## src/icache_pkg.sv

```systemverilog
//////////////////////////////////////////////////
// L1 instruction cache shared definitions
// Widths, fetch operation and the packed structs
// passed between the pipeline stages and the
// memory engine
//////////////////////////////////////////////////

package icache_pkg;

  // Address and data widths
  localparam int addr_width        = 32;
  localparam int instr_width       = 32;
  localparam int block_width       = 128;
  localparam int words_per_block   = block_width / instr_width;
  localparam int word_offset_width = 2;
  localparam int byte_offset_width = 2;

  typedef enum logic
  {
    e_fetch = 1'b0,
    e_flush = 1'b1
  } fetch_op_e;

  // Request offered at the decode stage
  typedef struct packed
  {
    fetch_op_e              op;
    logic [addr_width-1:0]  addr;
  } fetch_req_t;

  typedef struct packed
  {
    logic [addr_width-1:0]  addr;
    logic [instr_width-1:0] instr;
  } fetch_resp_t;

  // One pipeline stage entry
  typedef struct packed
  {
    logic                   v;
    fetch_op_e              op;
    logic [addr_width-1:0]  addr;
  } stage_t;

  // Block-aligned miss address
  typedef struct packed
  {
    logic [addr_width-1:0]  addr;
  } fill_req_t;

  typedef struct packed
  {
    logic [block_width-1:0] data;
  } fill_resp_t;

endpackage

```

## src/icache_lookup.sv

```systemverilog
//////////////////////////////////////////////////
// Instruction cache decode and tag lookup stage
// Accepts fetches against response credits, holds
// the lookup entry and drives way reads and flush
//////////////////////////////////////////////////

`timescale 1ns/1ns

module icache_lookup
  #(parameter int sets_p         = 16,
    parameter int resp_credits_p = 4)
  (
    input  logic                        clk_i,
    input  logic                        reset_i,
    input  logic                        fetch_v_i,
    input  icache_pkg::fetch_req_t      fetch_req_i,
    input  logic                        resp_credit_i,
    input  logic                        tv_busy_i,
    input  logic                        stall_i,
    input  logic                        recover_i,
    output logic                        fetch_ready_o,
    output icache_pkg::stage_t          tl_o,
    output logic                        rd_en_o,
    output logic [$clog2(sets_p)-1:0]   rd_index_o,
    output logic                        flush_o
  );

  localparam int index_width_lp  = $clog2(sets_p);
  localparam int block_off_lp    = icache_pkg::word_offset_width
                                 + icache_pkg::byte_offset_width;
  localparam int credit_width_lp = $clog2(resp_credits_p + 1);

  logic [credit_width_lp-1:0] credits_r;
  icache_pkg::stage_t         tl_r;
  logic                       accept;
  logic                       is_flush;

  //////////////////////////////////////////////////
  // Acceptance
  //////////////////////////////////////////////////
  assign is_flush = (fetch_req_i.op == icache_pkg::e_flush);

  // A flush waits until both stages have drained
  assign fetch_ready_o = !stall_i && (credits_r != '0)
                       && !(is_flush && (tl_r.v || tv_busy_i));
  assign accept        = fetch_v_i && fetch_ready_o;

  always_ff @(posedge clk_i)
  begin
    if (reset_i)
      credits_r <= credit_width_lp'(resp_credits_p);
    else
      credits_r <= credits_r + credit_width_lp'(resp_credit_i)
                 - credit_width_lp'(accept && !is_flush);
  end

  //////////////////////////////////////////////////
  // Lookup stage register
  //////////////////////////////////////////////////
  always_ff @(posedge clk_i)
  begin
    if (reset_i)
      tl_r.v <= 1'b0;
    else if (!stall_i)
      tl_r.v <= accept;
  end

  always_ff @(posedge clk_i)
  begin
    if (!stall_i && accept)
    begin
      tl_r.op   <= fetch_req_i.op;
      tl_r.addr <= fetch_req_i.addr;
    end
  end

  assign tl_o = tl_r;

  // Recover re-reads the set of the held entry
  assign rd_en_o    = (accept && !is_flush) || recover_i;
  assign rd_index_o = recover_i ? tl_r.addr[block_off_lp +: index_width_lp]
                                : fetch_req_i.addr[block_off_lp +: index_width_lp];
  assign flush_o    = accept && is_flush;

endmodule

```

## config.mk

```make
export PLATFORM = sky130hd
export DESIGN_NAME = icache_lookup
export DESIGN_NICKNAME = d
export VERILOG_FILES = /design/src/icache_pkg.sv /design/src/icache_lookup.sv
export SDC_FILE = /design/constraint.sdc
export NUM_CORES = 1
export LEC_CHECK = 0
export BUFFER_PORTS_ARGS = -buffer_cell sky130_fd_sc_hd__buf_2
export CAP_MARGIN = 0
export CORE_MARGIN = 5
export CORE_UTILIZATION = 24
export DETAILED_ROUTE_END_ITERATION = 8
export PLACE_DENSITY = 0.5
export SETUP_SLACK_MARGIN = 0.3
export SYNTH_ARGS = -nofsm -noshare
export SYNTH_HDL_FRONTEND = slang
export SYNTH_SLANG_ARGS = --single-unit
```

## constraint.sdc

```tcl
create_clock -name clk_i -period 4.95 [get_ports clk_i]
set_input_delay 0 -clock clk_i [delete_from_list [all_inputs] [get_ports clk_i]]
set_output_delay 0 -clock clk_i [all_outputs]
set_load 0.03 [all_outputs]
```

==> results.py <==
metrics = {
    "status": {
        "status": "finished clean",
    },
    "logic_synthesis": {
        "avgSynthCellArea_um2": 21.1,
        "syn_area_um2": 1310,
        "yosys.area.top_type_share": 0.758,
        "yosysSeqAreaShare": 0.819,
        "syn_nets": 105,
        "synth.area.top_cells": "edfxtp_1, dfxtp_1, mux2_2, ha_1, xnor3_1",
        "yosys.area.top_type": "edfxtp_1",
        "synthCells": 62,
        "ys_types": 19,
        "synth-seq-cells": 37,
        "yosys_warnings": 0,
    },
    "setup_path": {
        "critPathLaunchType": "register",
        "worstPathRequired_ns": 5.12,
        "criticalPathCategory": "register to register",
        "crit_fanout": 6,
        "worst_setup_path_end_kind": "register",
        "cp_data_arrival_time_ns": 2.35,
    },
    "placement": {
        "post-dp-hpwl_mm": 2.31,
        "port_buffers": 80,
        "dp_cells": 213,
        "gp_congestion": 0.722,
    },
    "global_routing": {
        "gr-total-overflow": 0,
        "grt_pass1_wl_mm": 5.35,
        "grt_usage": 0.0971,
        "first_global_vias": 1100,
        "antenna_found_initial": 0,
        "grt_start_max_net_pins": 34,
    },
    "power_and_ir_drop": {
        "ir_drop_mv": 0.128,
        "switching_share": 0.274,
        "clkPwrFrac": 0.267,
        "power.total_uw": 742,
        "p_sw_uw": 204,
        "pwr-share-comb": 0.219,
        "intPower_uw": 538,
        "p_seq_frac": 0.514,
        "p_leak_nw": 0.956,
        "power_density_nw_per_um2": 331,
    },
    "die": {
        "dieArea_um2": 7020,
        "initial_utilization": 0.251,
        "fp.coreArea_um2": 5200,
        "die_x_um": 83.8,
        "rows": 26,
        "io_pins": 81,
        "die_y_um": 83.8,
    },
    "timing": {
        "rsz0062_at_grt": "false",
        "slew_headroom": 0.666,
        "max_freq_ghz": 0.460,
        "hold_viol_final": 0,
        "tightest_slew_ns": 0.499,
        "min_period_ns": 2.18,
        "clock_skew_ns": 0.00723,
        "setup_tns_ns": 0,
        "slew_violations": 0,
        "setup_viol": 0,
        "finalCritPeriodShare": 0.440,
    },
    "cells_and_area": {
        "n_antenna_cell": 0,
        "final_cells": 256,
        "nets": 228,
        "area.growth.synth_to_final_pct": 71.7,
        "drive_gt1_frac": 0.522,
    },
    "routing": {
        "post-route-drc-count": 0,
        "vias": 993,
        "ant_nets": 0,
        "wirelength_mm": 3.21,
        "vias_per_cell": 3.88,
        "wl_per_cell_um": 12.5,
        "dr.pass1.iters": 3,
        "first_iter_violations": 14,
    },
    "clocking": {
        "cts_sinks": 37,
        "htree_levels": 2,
        "cts_resized": 0,
        "cts-buffers-inserted": 5,
        "insertion_delay_ns": 0.28,
        "cts_root_buf": "clkbuf_8",
        "clk_pin_slew_ns": 0.07,
        "cts_tree": "built",
        "cts_buffer_depth": 2,
    },
    "worst_hold_path": {
        "hp-class": "primary input to register",
    },
    "run": {
        "drv_cap": 0,
    },
}
sequential cells by signal (all words and copies together) (netlist names):
signal,flops
tl_o,34
credits_r,3
critical path, cell delays in order (launching register included):
cell	delay (ns)
dfxtp_1	0.32
nor3_2	0.45
nor3_1	0.10
ha_1	0.29
inv_1	0.06
ha_1	0.14
inv_1	0.05
fa_1	0.40
xnor3_1	0.21
nand2b_1	0.05
path summary, 6_finish.rpt:
check	startpoint	end	slack, ns	cells past startpoint
worst min-delay path	fetch_v_i	tl_o[33]$_SDFFE_PP0N_	0.05	3
worst max register to register	credits_r[0]$_SDFF_PP0_	credits_r[2]$_SDFF_PP1_	2.77	9
worst max-delay path	credits_r[0]$_SDFF_PP0_	credits_r[2]$_SDFF_PP1_	2.77	9
worst min register to register	tl_o[33]$_SDFFE_PP0N_	tl_o[33]$_SDFFE_PP0N_	0.54	2
power by group through the flow:
| stage | Combinational, mW | Clock [mW] | Sequential [mW] |
|---|---|---|---|
| global placement | 0.139 | 0 | 0.387 |
| CTS | 0.166 | 0.208 | 0.382 |
| floorplan | 0.0586 | 0 | 0.424 |
| global route | 0.176 | 0.223 | 0.384 |
| finish | 0.163 | 0.198 | 0.381 |
| detailed placement | 0.144 | 0 | 0.388 |
layer usage:
| metal | wire length, µm | vias to the layer above | GRT usage | part of all wire |
|---|---|---|---|---|
| li1 | - | 482 | - | - |
| met4 | 43 | 0 | 0.0351 | 0.013 |
| met3 | 324 | 5 | 0.0494 | 0.10 |
| met1 | 1190 | 457 | 0.102 | 0.37 |
| met2 | 1660 | 49 | 0.166 | 0.52 |
| met5 | 0 | - | 0 | 0 |
placed cells by master, fill, tap and decap left out, types with 2 or more instances in the layout:
master	instances
nor3_2	2
edfxtp_1	33
ha_1	2
nor3_1	2
buf_2	80
dfxtp_1	4
clkinv_2	2
dlygate4sd3_1	35
inv_1	4
clkbuf_8	5
mux2_2	3
cells by family (layout without fill, tap and decap cells):
family	after synthesis	after routing	synth area share
compound gates	3	3	0.0239
xor+xnor	1	1	0.0172
fa+ha+maj	3	3	0.0344
buf+inv	4	128	0.0115
flops	37	37	0.819
mux	4	4	0.0344
simple gates	10	10	0.0593
Yosys cell counts, drive strengths merged:
| cell type | instances |
|---|---|
| fa | 1 |
| mux2 | 4 |
| o31ai | 1 |
| o41ai | 1 |
| nor4b | 1 |
| inv | 4 |
| nor2b | 1 |
| nor3 | 4 |
| xnor3 | 1 |
| nand2b | 2 |
| nor2 | 1 |
| nand3b | 1 |
| o21a | 1 |
| ha | 2 |
| dfxtp | 4 |
| edfxtp | 33 |
layout make-up:
class                      count  area [µm²]
multi-input combinational     21         226
clock inverter                 3        17.5
inverter                       4        15.0
sequential                    37        1070
timing repair buffer         116         758
clock buffer                   5        68.8
tap                           70        87.6
fill                         500        2960
metrics by stage:
step / cell area (µm²) / hold WS, ns / setup slack (ns) / util
5_1_grt: 2240 / 0.0492 / 2.63 / 0.431
4_1_cts: 2240 / 0.0363 / 2.75 / 0.431
6_report: 2240 / 0.0472 / 2.77 / 0.431
2_1_floorplan: 1310 / 0.0667 / 1.53 / -
3_5_place_dp: 1810 / 0.178 / 2.76 / 0.347
3_3_place_gp: 1810 / 0.177 / 2.87 / 0.347
what timing repair did:
| action | CTS | global route |
|---|---|---|
| hold buffers | 35 | 0 |
| endpoints found under the hold margin | 37 | 0 |
| setup buffers | 0 | 0 |
No activity file was read; power rests on OpenSTA's default activity.
