--- config.mk ---
export PLATFORM = sky130hd
export DESIGN_NAME = icache_select
export DESIGN_NICKNAME = d
export VERILOG_FILES = /design/src/icache_pkg.sv /design/src/icache_select.sv
export SDC_FILE = /design/constraint.sdc
export NUM_CORES = 1
export LEC_CHECK = 0
export ABC_AREA = 1
export BUFFER_PORTS_ARGS = -buffer_cell sky130_fd_sc_hd__buf_2
export CELL_PAD_IN_SITES_DETAIL_PLACEMENT = 0
export CELL_PAD_IN_SITES_GLOBAL_PLACEMENT = 1
export CORE_AREA = 2 2 304 306
export CTS_CLUSTER_SIZE = 14
export DETAILED_ROUTE_END_ITERATION = 7
export DIE_AREA = 0 0 306 308
export GPL_TIMING_DRIVEN = 1
export PLACE_DENSITY_LB_ADDON = 0.1
export SLEW_MARGIN = 20
export SYNTH_ARGS = -nofsm -noshare
export SYNTH_HDL_FRONTEND = slang
export SYNTH_SLANG_ARGS = --single-unit
--- constraint.sdc ---
create_clock -name clk_i -period 39.6 [get_ports clk_i]
set_clock_uncertainty 0.05 [all_clocks]
set_input_delay 5.94 -clock clk_i [delete_from_list [all_inputs] [get_ports clk_i]]
set_output_delay 5.94 -clock clk_i [all_outputs]
set_load 0.05 [all_outputs]
--- src/icache_pkg.sv ---
//////////////////////////////////////////////////
// L1 instruction cache shared definitions
// Widths, fetch operation and the packed structs
// passed between the pipeline stages and the
// memory engine
//////////////////////////////////////////////////

package icache_pkg;

  // Address and data widths
  localparam int addr_width        = 32;
  localparam int instr_width       = 32;
  localparam int block_width       = 128;
  localparam int words_per_block   = block_width / instr_width;
  localparam int word_offset_width = 2;
  localparam int byte_offset_width = 2;

  typedef enum logic
  {
    e_fetch = 1'b0,
    e_flush = 1'b1
  } fetch_op_e;

  // Request offered at the decode stage
  typedef struct packed
  {
    fetch_op_e              op;
    logic [addr_width-1:0]  addr;
  } fetch_req_t;

  typedef struct packed
  {
    logic [addr_width-1:0]  addr;
    logic [instr_width-1:0] instr;
  } fetch_resp_t;

  // One pipeline stage entry
  typedef struct packed
  {
    logic                   v;
    fetch_op_e              op;
    logic [addr_width-1:0]  addr;
  } stage_t;

  // Block-aligned miss address
  typedef struct packed
  {
    logic [addr_width-1:0]  addr;
  } fill_req_t;

  typedef struct packed
  {
    logic [block_width-1:0] data;
  } fill_resp_t;

endpackage

--- src/icache_select.sv ---
//////////////////////////////////////////////////
// Instruction cache tag verify stage
// Registers the lookup entry with way results,
// selects hit way and word, holds a missed entry
// and answers it from the refilled block
//////////////////////////////////////////////////

`timescale 1ns/1ns

module icache_select
  #(parameter int ways_p = 4)
  (
    input  logic                                             clk_i,
    input  logic                                             reset_i,
    input  icache_pkg::stage_t                               tl_i,
    input  logic [ways_p-1:0]                                hit_i,
    input  logic [ways_p-1:0]                                way_valid_i,
    input  logic [ways_p-1:0][icache_pkg::block_width-1:0]   way_data_i,
    input  logic                                             fill_done_i,
    input  icache_pkg::fill_resp_t                           fill_block_i,
    output logic                                             resp_v_o,
    output icache_pkg::fetch_resp_t                          resp_o,
    output logic                                             tv_busy_o,
    output logic                                             miss_o,
    output icache_pkg::fill_req_t                            miss_req_o,
    output logic [ways_p-1:0]                                tv_valid_o,
    output logic                                             hit_v_o,
    output logic [$clog2(ways_p)-1:0]                        hit_way_o
  );

  localparam int block_off_lp = icache_pkg::word_offset_width
                              + icache_pkg::byte_offset_width;

  icache_pkg::stage_t                               tv_r;
  logic [ways_p-1:0]                                hit_r;
  logic [ways_p-1:0]                                valid_r;
  logic [ways_p-1:0][icache_pkg::block_width-1:0]   data_r;
  logic [icache_pkg::block_width-1:0]               hit_block;
  logic [icache_pkg::block_width-1:0]               resp_block;
  logic [icache_pkg::word_offset_width-1:0]         word_sel;
  logic                                             hold;
  logic                                             is_fetch;

  //////////////////////////////////////////////////
  // Verify stage register
  //////////////////////////////////////////////////
  // Missed entry stays until the refill answers it
  assign hold = miss_o || fill_done_i;

  always_ff @(posedge clk_i)
  begin
    if (reset_i)
      tv_r.v <= 1'b0;
    else if (fill_done_i)
      tv_r.v <= 1'b0;
    else if (!hold)
      tv_r.v <= tl_i.v;
  end

  always_ff @(posedge clk_i)
  begin
    if (!hold)
    begin
      tv_r.op   <= tl_i.op;
      tv_r.addr <= tl_i.addr;
      hit_r     <= hit_i;
      valid_r   <= way_valid_i;
      data_r    <= way_data_i;
    end
  end

  //////////////////////////////////////////////////
  // Hit way and word selection
  //////////////////////////////////////////////////
  always_comb
  begin
    hit_block = '0;
    hit_way_o = '0;
    for (int w = 0; w < ways_p; w++)
    begin
      if (hit_r[w])
      begin
        hit_block = hit_block | data_r[w];
        hit_way_o = $clog2(ways_p)'(w);
      end
    end
  end

  assign is_fetch   = tv_r.v && (tv_r.op == icache_pkg::e_fetch);
  assign miss_o     = is_fetch && !(|hit_r) && !fill_done_i;
  assign hit_v_o    = is_fetch && (|hit_r);
  assign tv_busy_o  = tv_r.v;
  assign tv_valid_o = valid_r;

  // Block address of the entry, used for fills and tree updates
  assign miss_req_o.addr = {tv_r.addr[icache_pkg::addr_width-1:block_off_lp],
                            {block_off_lp{1'b0}}};

  assign word_sel   = tv_r.addr[icache_pkg::byte_offset_width +: icache_pkg::word_offset_width];
  assign resp_block = fill_done_i ? fill_block_i.data : hit_block;

  assign resp_v_o       = is_fetch && ((|hit_r) || fill_done_i);
  assign resp_o.addr    = tv_r.addr;
  assign resp_o.instr   = resp_block[word_sel*icache_pkg::instr_width +: icache_pkg::instr_width];

endmodule

==> metrics.yaml <==
synthMostInstantiatedCell: "nand2_1"
min-delay-start: "tv_r[32]$_DFFE_PN_"
switching_share_pct: 26.14
timing_worst_slew_pin_value_ps: 1106
detail_route.iter0.violations: 1426
synth_top_cell_by_area: "edfxtp_1"
critical_path.startpoint: "fill_done_i"
final.period_utilization_pct: 37.07
via_count_of_the_first_global_routing_pass: 18320
critPathRequiredTime_ps: 33610
design.die.area_um2: 94250
seqPwrFrac_pct: 46.3
worst_r2r_startpoint: "hit_r[2]$_DFFE_PN_"
detail_route.vias_per_cell: 4.484
seq_area_frac_synth_pct: 71.59
reg2reg_depth: 9
tritoncts: "built"
yosys_warnings: 0
routed-via-count: 18210
rsz0062_at_grt: "false"
grt_max_degree: 131
total_count_of_max_transition_violations_in_the_final_report: 0
max_freq_mhz: 68.12
clock_latency_ps: 630
dp_hpwl_mm: 78.28
globalRoute.totalOverflow: 0
ctsHoldBuffers: 0
grt_antenna_before_repair: 67
cts_num_sinks: 554
initial_core_util_pct: 25.53
cts_made_buffers: 70
wirelength_mm: 105.8
grt_first_pass_wirelength_mm: 143.1
synth_top_area_share_pct: 71.50
synthCells: 2085
post_synth_edffs: 553
period_minus_slack_ps: 14680
startpoint_type: "primary input"
worst_setup_hold_path_clk_slew_ps: 60
power_density_nw_per_um2: 49.70
timing.critical_path.to: "resp_o[20]"
cts_setup_buffers: 0
layout.nets: 3486
worst-endpoint-arrival_ps: 8690
run_status: "finished, final reports clean"
postSynth.asyncResetShare_pct: 0
worst_slew_margin_rel_pct: 26.29
ctsLongestPathBuffers: 3
avgRoutedWirePerCell_um: 26.06
critical_path.max_fanout: 106
final_layout_size_suffix_gt1_share_pct: 32.01
worst_r2r_endpoint: "data_r[406]$_DFFE_PN_"
die_y_um: 308
finalHoldWorstSlack_ps: 684.4
clock_power_share_pct: 42.0
hold_path_class: "reg -> reg"
cell_internal_pwr_uw: 1104
rows: 111
total_net_switching_power_uw: 390.8
ys_dominant_reg_cell: "edfxtp_1"
ant_nets: 0
setup.worst_path.end_class: "primary output"
timing_hold_violations_final: 0
drtPass1Iterations: 7
max_cap_violations: 0
synth_top_area_cells: "edfxtp_1 72%, nand2_1 14%, nor2_1 3.2%"
finalWeightedCongestion: 0.8120
syn_area_per_cell_um2: 11.14
worst-r2r-setup-slack_ps: 33590
drc_errors: 0
port_buffers: 786
ctsHtreeMaxLevel: 3
cts_root_buf: "clkbuf_16"
die_width_um: 306
syn-cell-area_um2: 23220
power.static_leakage_uw: 0.01309
ctsResizeCount: 0
synth.top_cells.by_count: "862 x nand2_1, 553 x edfxtp_1, 196 x nor2_1"
irDropWorstVdd_mv: 0.03074
post_synth_num_cell_types: 20
final-setup-viol-count: 0
area_delta_synth_final_pct: 29.50
combinationalPowerShare_pct: 11.7
grtUsageTotal_pct: 21.93
path_class: "in -> out"
postSynthRegisterBits: 554
setup_tns_ps: 0
core-area_um2: 90970
num_io_pins: 791
-- per-layer routing --
metal	GRT usage, %	up-vias	routed length (um)
met1	27.94	8906	44720
li1	-	8400	-
met3	6.136	180	7199
met4	5.636	44	2557
met2	36.61	676	51040
met5	0	-	273
-- cell families (layout without fill, tap and decap cells) --
group,Yosys count,after routing,share of synthesized area (%)
buffers and inverters,208,975,5.258
and+or+nand+nor,1190,1190,19.95
DFF,554,554,71.59
other,1,23,0.01615
AOI/OAI and AO/OA,132,132,3.189
-- critical path, stage by stage --
cell	delay (ps)
buf_2	220
inv_8	500
buf_4	660
nand2_1	110
o21ai_1	420
nand2_1	100
nand2_1	180
nand2_1	160
buf_2	250
-- through the flow --
step	std cells	cell area, um^2	util (%)	power, uW	worst slack, ps
global placement	3915	27810	30.57	883.2	24830
CTS	4041	30030	33.01	1520	24790
finish	4060	30080	33.06	1495	24920
detailed placement	3915	27810	30.57	883.5	24810
global route	4050	30050	33.03	1554	24680
floorplan	2088	23240	-	824.0	5117
-- power by group through the flow --
stage               registers [uW]  clock network [uW]  logic (uW)
finish                         692                 627         175
global route                   695                 668         190
CTS                            693                 648         179
detailed placement             705                   0         179
global placement               704                   0         179
floorplan                      731                   0        92.9
-- how the worst min path moves through the flow --
stage | end | slack, ps | cells after the start
finish | tv_busy_o$_SDFFE_PP0N_ | 680 | 3
global route | tv_busy_o$_SDFFE_PP0N_ | 740 | 3
CTS | tv_busy_o$_SDFFE_PP0N_ | 690 | 3
detailed placement | tv_busy_o$_SDFFE_PP0N_ | 680 | 3
global placement | tv_busy_o$_SDFFE_PP0N_ | 650 | 3
floorplan | tv_busy_o$_SDFFE_PP0N_ | 580 | 3
-- area by class of cell --
cell class | instances | area (um^2)
clock inverter | 41 | 340.3
inverter | 40 | 158.9
multi-input combinational | 1326 | 5400
antenna | 19 | 47.55
sequential | 554 | 16630
clock buffer | 85 | 1872
timing repair buffer | 809 | 4148
fill | 9456 | 60890
tap | 1186 | 1484
-- sequential cells by signal, indices dropped and copies added (netlist names) --
| name | flops |
|---|---|
| data_r | 512 |
| miss_req_o | 28 |
| hit_r | 4 |
| resp_o | 4 |
| tv_valid_o | 4 |
| tv_busy_o | 1 |
| tv_r | 1 |
-- cells in the final DEF, fill, tap and decap left out, types with 5 or more instances in the layout --
cell type | Yosys | layout
o21bai_1 | 32 | 32
o21ai_1 | 97 | 97
inv_1 | 38 | 37
nand2_1 | 862 | 862
nor2_1 | 196 | 196
edfxtp_1 | 553 | 553
bufinv_16 | 0 | 5
nand3_1 | 129 | 129
clkbuf_16 | 0 | 73
buf_2 | 63 | 786
clkbuf_1 | 11 | 12
clkinv_2 | 0 | 18
diode_2 | 0 | 19
buf_4 | 69 | 19
clkinv_1 | 0 | 13
Note: power is estimated with default switching activity, not from simulation.
