`config.mk`:
```
export PLATFORM = sky130hd
export DESIGN_NAME = icache_way
export DESIGN_NICKNAME = d
export VERILOG_FILES = /design/src/icache_pkg.sv /design/src/icache_way.sv
export SDC_FILE = /design/constraint.sdc
export NUM_CORES = 2
export LEC_CHECK = 0
export ABC_AREA = 1
export BUFFER_PORTS_ARGS = -buffer_cell sky130_fd_sc_hd__buf_2
export CELL_PAD_IN_SITES_DETAIL_PLACEMENT = 1
export CELL_PAD_IN_SITES_GLOBAL_PLACEMENT = 1
export CORE_UTILIZATION = 39
export DETAILED_ROUTE_END_ITERATION = 6
export PLACE_DENSITY_LB_ADDON = 0.1
export SETUP_SLACK_MARGIN = 0.02
export SYNTH_ARGS = -nofsm -noshare
export SYNTH_HDL_FRONTEND = slang
export SYNTH_SLANG_ARGS = --single-unit
```
`constraint.sdc`:
```
create_clock -name clk_i -period 11.1 [get_ports clk_i]
set_input_delay 0.555 -clock clk_i [delete_from_list [all_inputs] [get_ports clk_i]]
set_output_delay 0.555 -clock clk_i [all_outputs]
set_load 0.05 [all_outputs]
```
`src/icache_pkg.sv`:
```
//////////////////////////////////////////////////
// L1 instruction cache shared definitions
// Widths, fetch operation and the packed structs
// passed between the pipeline stages and the
// memory engine
//////////////////////////////////////////////////

package icache_pkg;

  // Address and data widths
  localparam int addr_width        = 32;
  localparam int instr_width       = 32;
  localparam int block_width       = 128;
  localparam int words_per_block   = block_width / instr_width;
  localparam int word_offset_width = 2;
  localparam int byte_offset_width = 2;

  typedef enum logic
  {
    e_fetch = 1'b0,
    e_flush = 1'b1
  } fetch_op_e;

  // Request offered at the decode stage
  typedef struct packed
  {
    fetch_op_e              op;
    logic [addr_width-1:0]  addr;
  } fetch_req_t;

  typedef struct packed
  {
    logic [addr_width-1:0]  addr;
    logic [instr_width-1:0] instr;
  } fetch_resp_t;

  // One pipeline stage entry
  typedef struct packed
  {
    logic                   v;
    fetch_op_e              op;
    logic [addr_width-1:0]  addr;
  } stage_t;

  // Block-aligned miss address
  typedef struct packed
  {
    logic [addr_width-1:0]  addr;
  } fill_req_t;

  typedef struct packed
  {
    logic [block_width-1:0] data;
  } fill_resp_t;

endpackage

```
`src/icache_way.sv`:
```
//////////////////////////////////////////////////
// Instruction cache way
// Tag, valid and data storage for one way with a
// synchronous read port, tag compare against the
// lookup address and a block refill write port
//////////////////////////////////////////////////

`timescale 1ns/1ns

module icache_way
  #(parameter int sets_p = 16)
  (
    input  logic                                 clk_i,
    input  logic                                 reset_i,
    input  logic                                 rd_en_i,
    input  logic [$clog2(sets_p)-1:0]            rd_index_i,
    input  logic [icache_pkg::addr_width-1:0]    cmp_addr_i,
    input  logic                                 flush_i,
    input  logic                                 wr_en_i,
    input  logic [icache_pkg::addr_width-1:0]    wr_addr_i,
    input  icache_pkg::fill_resp_t               wr_data_i,
    output logic                                 hit_o,
    output logic                                 valid_o,
    output logic [icache_pkg::block_width-1:0]   data_o
  );

  localparam int index_width_lp = $clog2(sets_p);
  localparam int block_off_lp   = icache_pkg::word_offset_width
                                + icache_pkg::byte_offset_width;
  localparam int tag_width_lp   = icache_pkg::addr_width - index_width_lp - block_off_lp;

  logic [tag_width_lp-1:0]            tag_mem [sets_p];
  logic [icache_pkg::block_width-1:0] data_mem [sets_p];
  logic [sets_p-1:0]                  valid_r;
  logic [tag_width_lp-1:0]            tag_rd_r;
  logic                               valid_rd_r;

  wire [index_width_lp-1:0] wr_index = wr_addr_i[block_off_lp +: index_width_lp];
  wire [tag_width_lp-1:0]   wr_tag   = wr_addr_i[icache_pkg::addr_width-1 -: tag_width_lp];
  wire [tag_width_lp-1:0]   cmp_tag  = cmp_addr_i[icache_pkg::addr_width-1 -: tag_width_lp];

  // Arrays keep the last read result until the next read
  always_ff @(posedge clk_i)
  begin
    if (wr_en_i)
    begin
      tag_mem[wr_index]  <= wr_tag;
      data_mem[wr_index] <= wr_data_i.data;
    end
    if (rd_en_i)
    begin
      tag_rd_r <= tag_mem[rd_index_i];
      data_o   <= data_mem[rd_index_i];
    end
  end

  always_ff @(posedge clk_i)
  begin
    if (reset_i || flush_i)
      valid_r <= '0;
    else if (wr_en_i)
      valid_r[wr_index] <= 1'b1;
  end

  always_ff @(posedge clk_i)
  begin
    if (reset_i)
      valid_rd_r <= 1'b0;
    else if (rd_en_i)
      valid_rd_r <= valid_r[rd_index_i];
  end

  assign valid_o = valid_rd_r;
  assign hit_o   = valid_rd_r && (tag_rd_r == cmp_tag);

endmodule

```
==> impl_metrics.tcl <==
set metrics [dict create \
    status "finished, final reports clean" \
    die_h_um 510 \
    worstRegToRegCells 6 \
    post-route-period-util 0.377 \
    yosys_register_bits 2601 \
    r2r_slack_ns 9.77 \
    syn_nets 7645 \
    hp-start "rd_en_i" \
    core-area_sq_um 256000 \
    synth_fa_ha_area_frac 0 \
    tightest_slew_ns 1.15 \
    yosysWarnings 0 \
    pwr-share-comb 0.063 \
    start_util 0.392 \
    ir_worst_vdd_mv 0.147 \
    grt_pass1_vias 64300 \
    final_core_util 0.452 \
    grt_max_degree 263 \
    synth-compound-area-share 0.105 \
    via_per_inst 5.48 \
    yosysUniqueCellTypes 25 \
    io_buffers 318 \
    path_cells "buf_8 > buf_4 > buf_4 > buf_4 > buf_4 > o21ai_0 > o211ai_1 > nand3_1 > nand2_1" \
    slew_viol_final 0 \
    critPathBufInv 5 \
    finalSetupViolations 0 \
    slew_headroom 0.234 \
    post-route-min-period_ns 4.19 \
    place_congestion 0.712 \
    cts_buffers 300 \
    whs_endpoint "data_o[126]" \
    synthSimpleGateAreaFrac 0.0952 \
    area.growth.synth_to_final_pct 15.2 \
    clkTransAtPathRegs_ns 0.06 \
    numClockSinks 2601 \
    nNetsFinal 8018 \
    fin_skew_ns 0.0341 \
    core.rowCount 186 \
    tns_ns 0 \
    dr.pass1.iters 7 \
    p_clk_frac 0.426 \
    powerDensity_nw_per_um2 188 \
    cp_slowest_cell "buf_4" \
    cts_resized 0 \
    critPathMaxStageDelay_ns 0.83 \
    power.leakage_nw 37.9 \
    gr-total-overflow 0 \
    synthXorXnorAreaFrac 0.000436 \
    drc 0 \
    layout-drive-gt1-share 0.102 \
    path_common_cell "buf_4" \
    grt_pass1_wl_mm 437 \
    crit_family "buffers and inverters" \
    synth_top_family_by_area "compound AO/OA/AOI/OAI gates" \
    arrival_ns 4.96 \
    p_sw_mw 4.90 \
    ios 331 \
    die_area_sq_um 260000 \
    h-tree-depth 5 \
    r2r-end "data_o[65]" \
    clockRootBuffer "clkbuf_16" \
    post_cts_buffers 0 \
    die_w_um 510 \
    p_seq_frac 0.512 \
    maxCapViolCount 0 \
    cp.required_ns 11.87 \
    avgSynthCellArea_sq_um 13.5 \
    wl_per_cell_um 26.3 \
    muxShareOfSynthArea 0 \
    cts_tree "built" \
    grt_usage 0.229 \
    max_freq_ghz 0.239 \
    dp_hpwl_mm 142 \
    end_kind "flop" \
    clock_latency_ns 0.93 \
    drtIter0Drc 4569 \
    num_vias 62600 \
    rsz0062_at_grt "no" \
    synth_seq_area_share 0.775 \
    clockBufferDepth 4 \
    crit_fanout 85 \
    hold_class "in -> reg" \
    ant_nets 0 \
    routed_wl_mm 301 \
    syn_area_sq_um 101000 \
    hold_viol_final 0 \
    synth_cells 7444 \
    p_int_mw 16.8 \
    antenna_found_initial 40 \
    r2r-start "data_mem[1][65]" \
    min_path_cells 1 \
    path_class "in -> reg" \
    swShare 0.226 \
    worstSetupStartpointType "primary input" \
]
cells in the mapped netlist:
master | number | share of area
buf_1 | 52 | 0.0019
buf_2 | 124 | 0.0062
buf_4 | 33 | 0.0025
buf_6 | 16 | 0.0018
clkbuf_1 | 283 | 0.011
dfxtp_1 | 17 | 0.0034
edfxtp_1 | 2584 | 0.77
inv_1 | 29 | 0.0011
inv_2 | 3 | 0.00011
inv_4 | 1 | 0.000062
nand2_1 | 558 | 0.021
nand3_1 | 236 | 0.012
nand4_1 | 2 | 0.00012
nor2_1 | 1662 | 0.062
nor3_1 | 5 | 0.00025
nor3b_1 | 1 | 0.000075
o211ai_1 | 401 | 0.030
o21ai_0 | 1081 | 0.054
o21ai_1 | 134 | 0.0067
o21ba_2 | 2 | 0.00020
o221ai_1 | 41 | 0.0036
o22ai_1 | 173 | 0.011
or2_2 | 1 | 0.000062
xnor2_1 | 2 | 0.00017
xor2_1 | 3 | 0.00026
worst max-delay path by stage:
stage / from / endpoint / slack (ns) / cells past startpoint
CTS: rd_index_i[0] / data_o[118] / 6.98 / 11
detailed placement: rd_index_i[0] / data_o[120] / 6.01 / 9
global placement: rd_index_i[0] / data_o[118] / 5.97 / 11
global route: rd_index_i[0] / data_o[120] / 6.66 / 9
finish: rd_index_i[0] / data_o[120] / 6.91 / 9
floorplan: wr_en_i / data_mem[11][0] / 3.23 / 4
flip-flops by register name, summed over array words and instances (netlist names):
name      cells
data_o      128
tag_rd_r     24
valid_o       1
valid_r      16
tag_mem     384
data_mem   2048
worst register-to-register path, delay by kind of cell (launching register included):
family | cells | cell delay (ns)
simple gates | 4 | 0.44
flops | 1 | 0.36
compound gates | 2 | 0.24
cells in the final DEF, fill, tap and decap left out, drive strengths merged:
master / instances
edfxtp: 2584
nor2: 1662
o21ai: 1215
nand2: 558
buf: 426
o211ai: 401
clkbuf: 375
nand3: 236
o22ai: 173
dlygate4sd3: 153
clkinv: 105
o221ai: 41
inv: 38
bufinv: 18
dfxtp: 17
diode: 14
nor3: 5
clkinvlp: 4
xor2: 3
nand4: 2
xnor2: 2
o21ba: 2
nor3b: 1
or2: 1
timing repair:
item                                     CTS  global route
hold buffers                             153             0
hold endpoints to repair                2433             0
endpoints found under the setup margin     0             0
power groups by stage:
| stage | combinational, mW | sequential (mW) | clock, mW |
|---|---|---|---|
| floorplan | 0.636 | 11.5 | 0 |
| global placement | 1.30 | 11.3 | 0 |
| detailed placement | 1.33 | 11.3 | 0 |
| CTS | 1.39 | 11.1 | 9.47 |
| global route | 1.49 | 11.1 | 9.81 |
| finish | 1.36 | 11.1 | 9.25 |
cell type report:
class | instances | area [sq um]
inverters | 33 | 163
fillers | 25900 | 141000
diodes | 14 | 35.0
repair buffers | 579 | 4220
flip-flops and latches | 2601 | 77900
clock buffers | 375 | 7930
clock inverters | 132 | 1060
well taps | 3384 | 4230
multi-input cells | 4302 | 20300
metal layers:
metal | GRT usage | vias up | routed length, um
li1 | - | 28200 | -
met1 | 0.318 | 32700 | 138000
met2 | 0.378 | 1164 | 144000
met3 | 0.0354 | 436 | 12500
met4 | 0.0531 | 30 | 5530
met5 | 0 | - | 185
cells by family (layout without fill, tap and decap cells):
family	after synthesis	in the layout
flops	2601	2601
simple gates	2465	2465
compound gates	1832	1832
buf+inv	541	1119
xor+xnor	5	5
other cells	0	14
stage by stage:
step | cell area, sq um | setup slack (ns) | hold WS (ns) | power (mW) | cells
after floorplan | 101000 | 3.23 | 0.440 | 12.1 | 7444
after global placement | 105000 | 5.97 | 0.450 | 12.6 | 10700
after detailed placement | 105000 | 6.01 | 0.461 | 12.7 | 10700
after CTS | 116000 | 6.98 | 0.0441 | 22.0 | 11400
after global routing | 116000 | 6.66 | 0.0737 | 22.4 | 11400
final | 116000 | 6.91 | 0.0881 | 21.7 | 11400
Power figures use the tool's default switching activity.
