File: config.mk
export PLATFORM = sky130hd
export DESIGN_NAME = icache_refill
export DESIGN_NICKNAME = d
export VERILOG_FILES = /design/src/icache_pkg.sv /design/src/icache_refill.sv
export SDC_FILE = /design/constraint.sdc
export NUM_CORES = 1
export LEC_CHECK = 0
export ABC_CLOCK_PERIOD_IN_PS = 8600
export BUFFER_PORTS_ARGS = -buffer_cell sky130_fd_sc_hd__buf_2
export CORE_AREA = 3 3 194 196
export DETAILED_ROUTE_END_ITERATION = 8
export DIE_AREA = 0 0 197 199
export PLACE_DENSITY = 0.58
export SYNTH_ARGS = -nofsm -noshare
export SYNTH_HDL_FRONTEND = slang
export SYNTH_SLANG_ARGS = --single-unit
File: constraint.sdc
create_clock -name clk_i -period 8.6 [get_ports clk_i]
set_input_delay 0.43 -clock clk_i [delete_from_list [all_inputs] [get_ports clk_i]]
set_output_delay 0.43 -clock clk_i [all_outputs]
set_load 0.1 [all_outputs]
File: src/icache_pkg.sv
//////////////////////////////////////////////////
// L1 instruction cache shared definitions
// Widths, fetch operation and the packed structs
// passed between the pipeline stages and the
// memory engine
//////////////////////////////////////////////////

package icache_pkg;

  // Address and data widths
  localparam int addr_width        = 32;
  localparam int instr_width       = 32;
  localparam int block_width       = 128;
  localparam int words_per_block   = block_width / instr_width;
  localparam int word_offset_width = 2;
  localparam int byte_offset_width = 2;

  typedef enum logic
  {
    e_fetch = 1'b0,
    e_flush = 1'b1
  } fetch_op_e;

  // Request offered at the decode stage
  typedef struct packed
  {
    fetch_op_e              op;
    logic [addr_width-1:0]  addr;
  } fetch_req_t;

  typedef struct packed
  {
    logic [addr_width-1:0]  addr;
    logic [instr_width-1:0] instr;
  } fetch_resp_t;

  // One pipeline stage entry
  typedef struct packed
  {
    logic                   v;
    fetch_op_e              op;
    logic [addr_width-1:0]  addr;
  } stage_t;

  // Block-aligned miss address
  typedef struct packed
  {
    logic [addr_width-1:0]  addr;
  } fill_req_t;

  typedef struct packed
  {
    logic [block_width-1:0] data;
  } fill_resp_t;

endpackage

File: src/icache_refill.sv
//////////////////////////////////////////////////
// Instruction cache refill control
// Miss FSM with fill request and response, victim
// choice and per-set pseudo-LRU tree state
//////////////////////////////////////////////////

`timescale 1ns/1ns

module icache_refill
  #(parameter int sets_p = 16,
    parameter int ways_p = 4)
  (
    input  logic                                clk_i,
    input  logic                                reset_i,
    input  logic                                miss_i,
    input  icache_pkg::fill_req_t               miss_req_i,
    input  logic [ways_p-1:0]                   tv_valid_i,
    input  logic                                hit_v_i,
    input  logic [$clog2(ways_p)-1:0]           hit_way_i,
    input  logic                                fill_req_yumi_i,
    input  logic                                fill_resp_v_i,
    input  icache_pkg::fill_resp_t              fill_resp_i,
    output logic                                fill_req_v_o,
    output icache_pkg::fill_req_t               fill_req_o,
    output logic [ways_p-1:0]                   wr_en_o,
    output logic [icache_pkg::addr_width-1:0]   wr_addr_o,
    output icache_pkg::fill_resp_t              wr_data_o,
    output logic                                fill_done_o,
    output icache_pkg::fill_resp_t              fill_block_o,
    output logic                                stall_o,
    output logic                                recover_o
  );

  localparam int index_width_lp = $clog2(sets_p);
  localparam int lg_ways_lp     = $clog2(ways_p);
  localparam int block_off_lp   = icache_pkg::word_offset_width
                                + icache_pkg::byte_offset_width;

  typedef enum logic [1:0] {e_ready, e_request, e_wait, e_recover} state_e;

  state_e                         state_r;
  icache_pkg::fill_req_t          req_r;
  icache_pkg::fill_resp_t         block_r;
  logic [lg_ways_lp-1:0]          victim_r;
  logic [sets_p-1:0][ways_p-2:0]  plru_r;

  logic [lg_ways_lp-1:0]          inv_way;
  logic                           inv_found;
  logic [lg_ways_lp-1:0]          lru_way;
  logic [lg_ways_lp-1:0]          upd_way;
  logic [index_width_lp-1:0]      upd_index;
  logic [ways_p-2:0]              upd_bits;
  logic                           fill_write;
  int                             node;
  int                             unode;

  wire [index_width_lp-1:0] tv_index  = miss_req_i.addr[block_off_lp +: index_width_lp];
  wire [index_width_lp-1:0] req_index = req_r.addr[block_off_lp +: index_width_lp];

  //////////////////////////////////////////////////
  // Miss FSM
  //////////////////////////////////////////////////
  assign fill_write = (state_r == e_wait) && fill_resp_v_i;

  always_ff @(posedge clk_i)
  begin
    if (reset_i)
      state_r <= e_ready;
    else
    begin
      case (state_r)
        e_ready:   if (miss_i) state_r <= e_request;
        e_request: if (fill_req_yumi_i) state_r <= e_wait;
        e_wait:    if (fill_resp_v_i) state_r <= e_recover;
        default:   state_r <= e_ready;
      endcase
    end
  end

  // Miss address and victim are captured when the miss is seen
  always_ff @(posedge clk_i)
  begin
    if ((state_r == e_ready) && miss_i)
    begin
      req_r    <= miss_req_i;
      victim_r <= inv_found ? inv_way : lru_way;
    end
    if (fill_write)
      block_r <= fill_resp_i;
  end

  assign fill_req_v_o = (state_r == e_request);
  assign fill_req_o   = req_r;
  assign wr_en_o      = fill_write ? (ways_p'(1) << victim_r) : '0;
  assign wr_addr_o    = req_r.addr;
  assign wr_data_o    = fill_resp_i;
  assign fill_done_o  = (state_r == e_recover);
  assign recover_o    = (state_r == e_recover);
  assign fill_block_o = block_r;
  assign stall_o      = miss_i || (state_r != e_ready);

  //////////////////////////////////////////////////
  // Replacement
  //////////////////////////////////////////////////
  // Lowest invalid way wins over the tree
  always_comb
  begin
    inv_found = 1'b0;
    inv_way   = '0;
    for (int w = ways_p - 1; w >= 0; w--)
    begin
      if (!tv_valid_i[w])
      begin
        inv_found = 1'b1;
        inv_way   = lg_ways_lp'(w);
      end
    end
  end

  // Walk the tree along the node bits
  always_comb
  begin
    node    = 0;
    lru_way = '0;
    for (int l = 0; l < lg_ways_lp; l++)
    begin
      lru_way[lg_ways_lp-1-l] = plru_r[tv_index][node];
      node = 2 * node + 1 + int'(plru_r[tv_index][node]);
    end
  end

  // Point each node on the used path away from the used way
  always_comb
  begin
    upd_way   = hit_v_i ? hit_way_i : victim_r;
    upd_index = hit_v_i ? tv_index : req_index;
    upd_bits  = plru_r[upd_index];
    unode     = 0;
    for (int l = 0; l < lg_ways_lp; l++)
    begin
      upd_bits[unode] = !upd_way[lg_ways_lp-1-l];
      unode = 2 * unode + 1 + int'(upd_way[lg_ways_lp-1-l]);
    end
  end

  always_ff @(posedge clk_i)
  begin
    if (reset_i)
      plru_r <= '0;
    else if (hit_v_i || fill_write)
      plru_r[upd_index] <= upd_bits;
  end

endmodule

==> qor.yml <==
path_cells: "inv_1 -> ha_1 -> and2_4 -> buf_12 -> nand2_1 -> nor2_1 -> buf_2"
end_kind: "primary output"
synthDistinctLibCells: 58
synthArstFlopShare: 0
numCtsBuffers: 25
finalHoldViolations: 0
syn_area_per_cell_um2: 13.48
status: "completed"
syn_inst: 713
mostFrequentLayoutCell: "buf_2"
synth_fa_ha_area_frac: 0.006508
ys.flop_type: "edfxtp_1"
grt_max_degree: 107
wl_um: 38650
die_width_um: 197
min_path_type: "in2reg"
cts_tree: "done"
syn-num-nets: 890
synthSimpleGateAreaFrac: 0.09189
cts_setup_buffers: 0
wire_per_inst_um: 25.00
slowest_delay_ns: 0.53
max_slew_margin: 0.2037
post_drt_via_cell_ratio: 4.689
leakage_nw: 5.028
cts.path.max_buffers: 3
synth-xor-area-share: 0
power.density_mw_per_mm2: 330.3
utilization: 0.3358
rows: 70
synth-compound-area-share: 0.09410
fin_setup_tns_ns: 0
synth_top_family_by_area: "buffers and inverters"
finalCritPeriodShare: 0.3864
tightest_slew_ns: 1.186
ios: 500
fin_skew_ns: 0.01387
grt_overflow: 0
dieArea_mm2: 0.03920
place.gp.congestion: 0.8751
dr.pass1.iters: 6
nFillCells: 3626
netlist_area_mm2: 0.009613
portBuffers: 499
start_util: 0.2651
critPathKind: "reg2out"
cts-root-buf: "clkbuf_16"
ys_seq_area_frac: 0.6102
ys_ff_latch: 212
track_usage: 0.1812
drive_above_1_share: 0.5471
clock-sinks: 212
drv_slew: 0
clk_latency_ns: 0.52
core_area_mm2: 0.03626
grt_pass1_wl_um: 51140
rsz0062_at_grt: "no"
period_needed_ns: 3.323
worst-path-max-fanout: 106
htreeDepth: 1
cp.required_ns: 8.17
drt_iter0_drc: 647
max-cap-violations: 0
synth_edf_count: 162
die_h_um: 199
detail-route-antenna-nets: 0
finalSetupViolCount: 0
post-route-drc-count: 0
placed_cell_area_mm2: 0.01138
path_clk_slew_ns: 0.06
syn_to_final_growth_pct: 26.67
cp_slowest_cell: "buf_12"
r2r_slack_ns: 5.74
start_kind: "register"
cp.arrival_ns: 2.89
vdd_drop_max_v: 0.0002157
max_freq_ghz: 0.3009
antenna_found_initial: 12
dpl.hpwl_um: 31120
fin_nets: 1233
final_cell_mix: "buf_2, edfxtp_1, nand2_1, dfxtp_1, o21ai_0"
yosys_warnings: 0
grt_pass1_vias: 6740
final_area_mm2: 0.01218
vias: 7249
cts_resized: 0
synthMuxAreaShare: 0.05167
cts_hold_buf: 0
## per-stage QoR
stage	hold WS (ns)	setup slack (ns)	power (mW)	instances
after floorplan	0.4315	1.007	2.805	713
after global placement	0.4635	5.678	3.024	1497
after detailed placement	0.4508	5.609	3.030	1497
after CTS	0.05913	5.227	4.059	1541
after global routing	0.04909	5.058	4.148	1542
final	0.08404	5.277	4.021	1546
## power breakdown
| part | leakage (nW) | switching [mW] | internal (mW) |
|---|---|---|---|
| sequential | 1.89 | 0.0636 | 1.25 |
| clock | 0.379 | 0.422 | 0.594 |
| combinational | 2.76 | 1.50 | 0.186 |
| total | 5.03 | 1.99 | 2.03 |
## critical path, delay by kind of cell, from the launching register on
family	cells	cell delay [ns]
flops	1	0.35
fa+ha+maj	1	0.21
buf+inv	3	1.06
simple gates	3	0.69
## synthesized netlist by cell type (all sizes together) (3+ instances only)
| cell | count | area share |
|---|---|---|
| o21ai | 37 | 0.019 |
| inv | 9 | 0.0035 |
| nor3 | 8 | 0.0047 |
| mux2i | 15 | 0.017 |
| clkbuf | 9 | 0.0036 |
| o211ai | 13 | 0.015 |
| nor2b | 8 | 0.0052 |
| dfxtp | 50 | 0.10 |
| a21oi | 17 | 0.0089 |
| nor3b | 4 | 0.0053 |
| or3b | 8 | 0.0073 |
| edfxtp | 162 | 0.51 |
| a31oi | 3 | 0.0051 |
| o41ai | 7 | 0.0072 |
| nand3b | 17 | 0.013 |
| nor2 | 28 | 0.011 |
| mux4 | 12 | 0.031 |
| o311ai | 12 | 0.016 |
| nand2 | 56 | 0.022 |
| a41oi | 8 | 0.0096 |
| mux2 | 3 | 0.0035 |
| buf | 178 | 0.14 |
| nand3 | 4 | 0.0021 |
| and3b | 4 | 0.0036 |
| nand2b | 14 | 0.0091 |
| ha | 5 | 0.0065 |
| and3 | 3 | 0.0020 |
## sequential cells by signal, indices dropped and copies added (netlist names)
signal,count
plru_r,48
state_r,2
victim_r,2
fill_block_o,128
fill_req_o,32
## final cells by class
type                       instances  area [um^2]  share of cell area
antenna                            5        12.51            0.001028
clock inverter                    17        152.6             0.01254
inverter                          10        37.54            0.003083
timing repair buffer             503         2540              0.2086
clock buffer                      27        633.1             0.05199
sequential                       212         5866              0.4817
tap                              468        585.6             0.04809
multi-input combinational        304         2350              0.1930
## path summary, 6_finish.rpt
path / from / end / depth (start not counted)
hold / removal: miss_req_i[15] / fill_req_o[15]$_DFFE_PP_ / 1
hold reg to reg: plru_r[9]$_SDFFE_PP0P_ / plru_r[9]$_SDFFE_PP0P_ / 2
setup / recovery: state_r[0]$_SDFFE_PP0P_ / wr_en_o[1] / 7
setup reg to reg: fill_req_o[5]$_DFFE_PP_ / plru_r[20]$_SDFFE_PP0P_ / 5
## metal layers
layer / vias to the layer above / GRT usage / routed length [um]
met5: - / 0 / 0
met4: 0 / 0.03564 / 680
met3: 51 / 0.05522 / 3736
met2: 393 / 0.2967 / 18450
met1: 3648 / 0.2397 / 15780
li1: 3157 / - / -
## cell families (layout without fill, tap and decap cells)
family / Yosys count / count (layout)
DFF: 212 / 212
buffers and inverters: 197 / 557
and+or+nand+nor: 159 / 159
AOI/OAI and AO/OA: 110 / 110
muxes: 30 / 30
adders and majority gates: 5 / 5
other: 0 / 5
(Power assumes the default switching activity.)
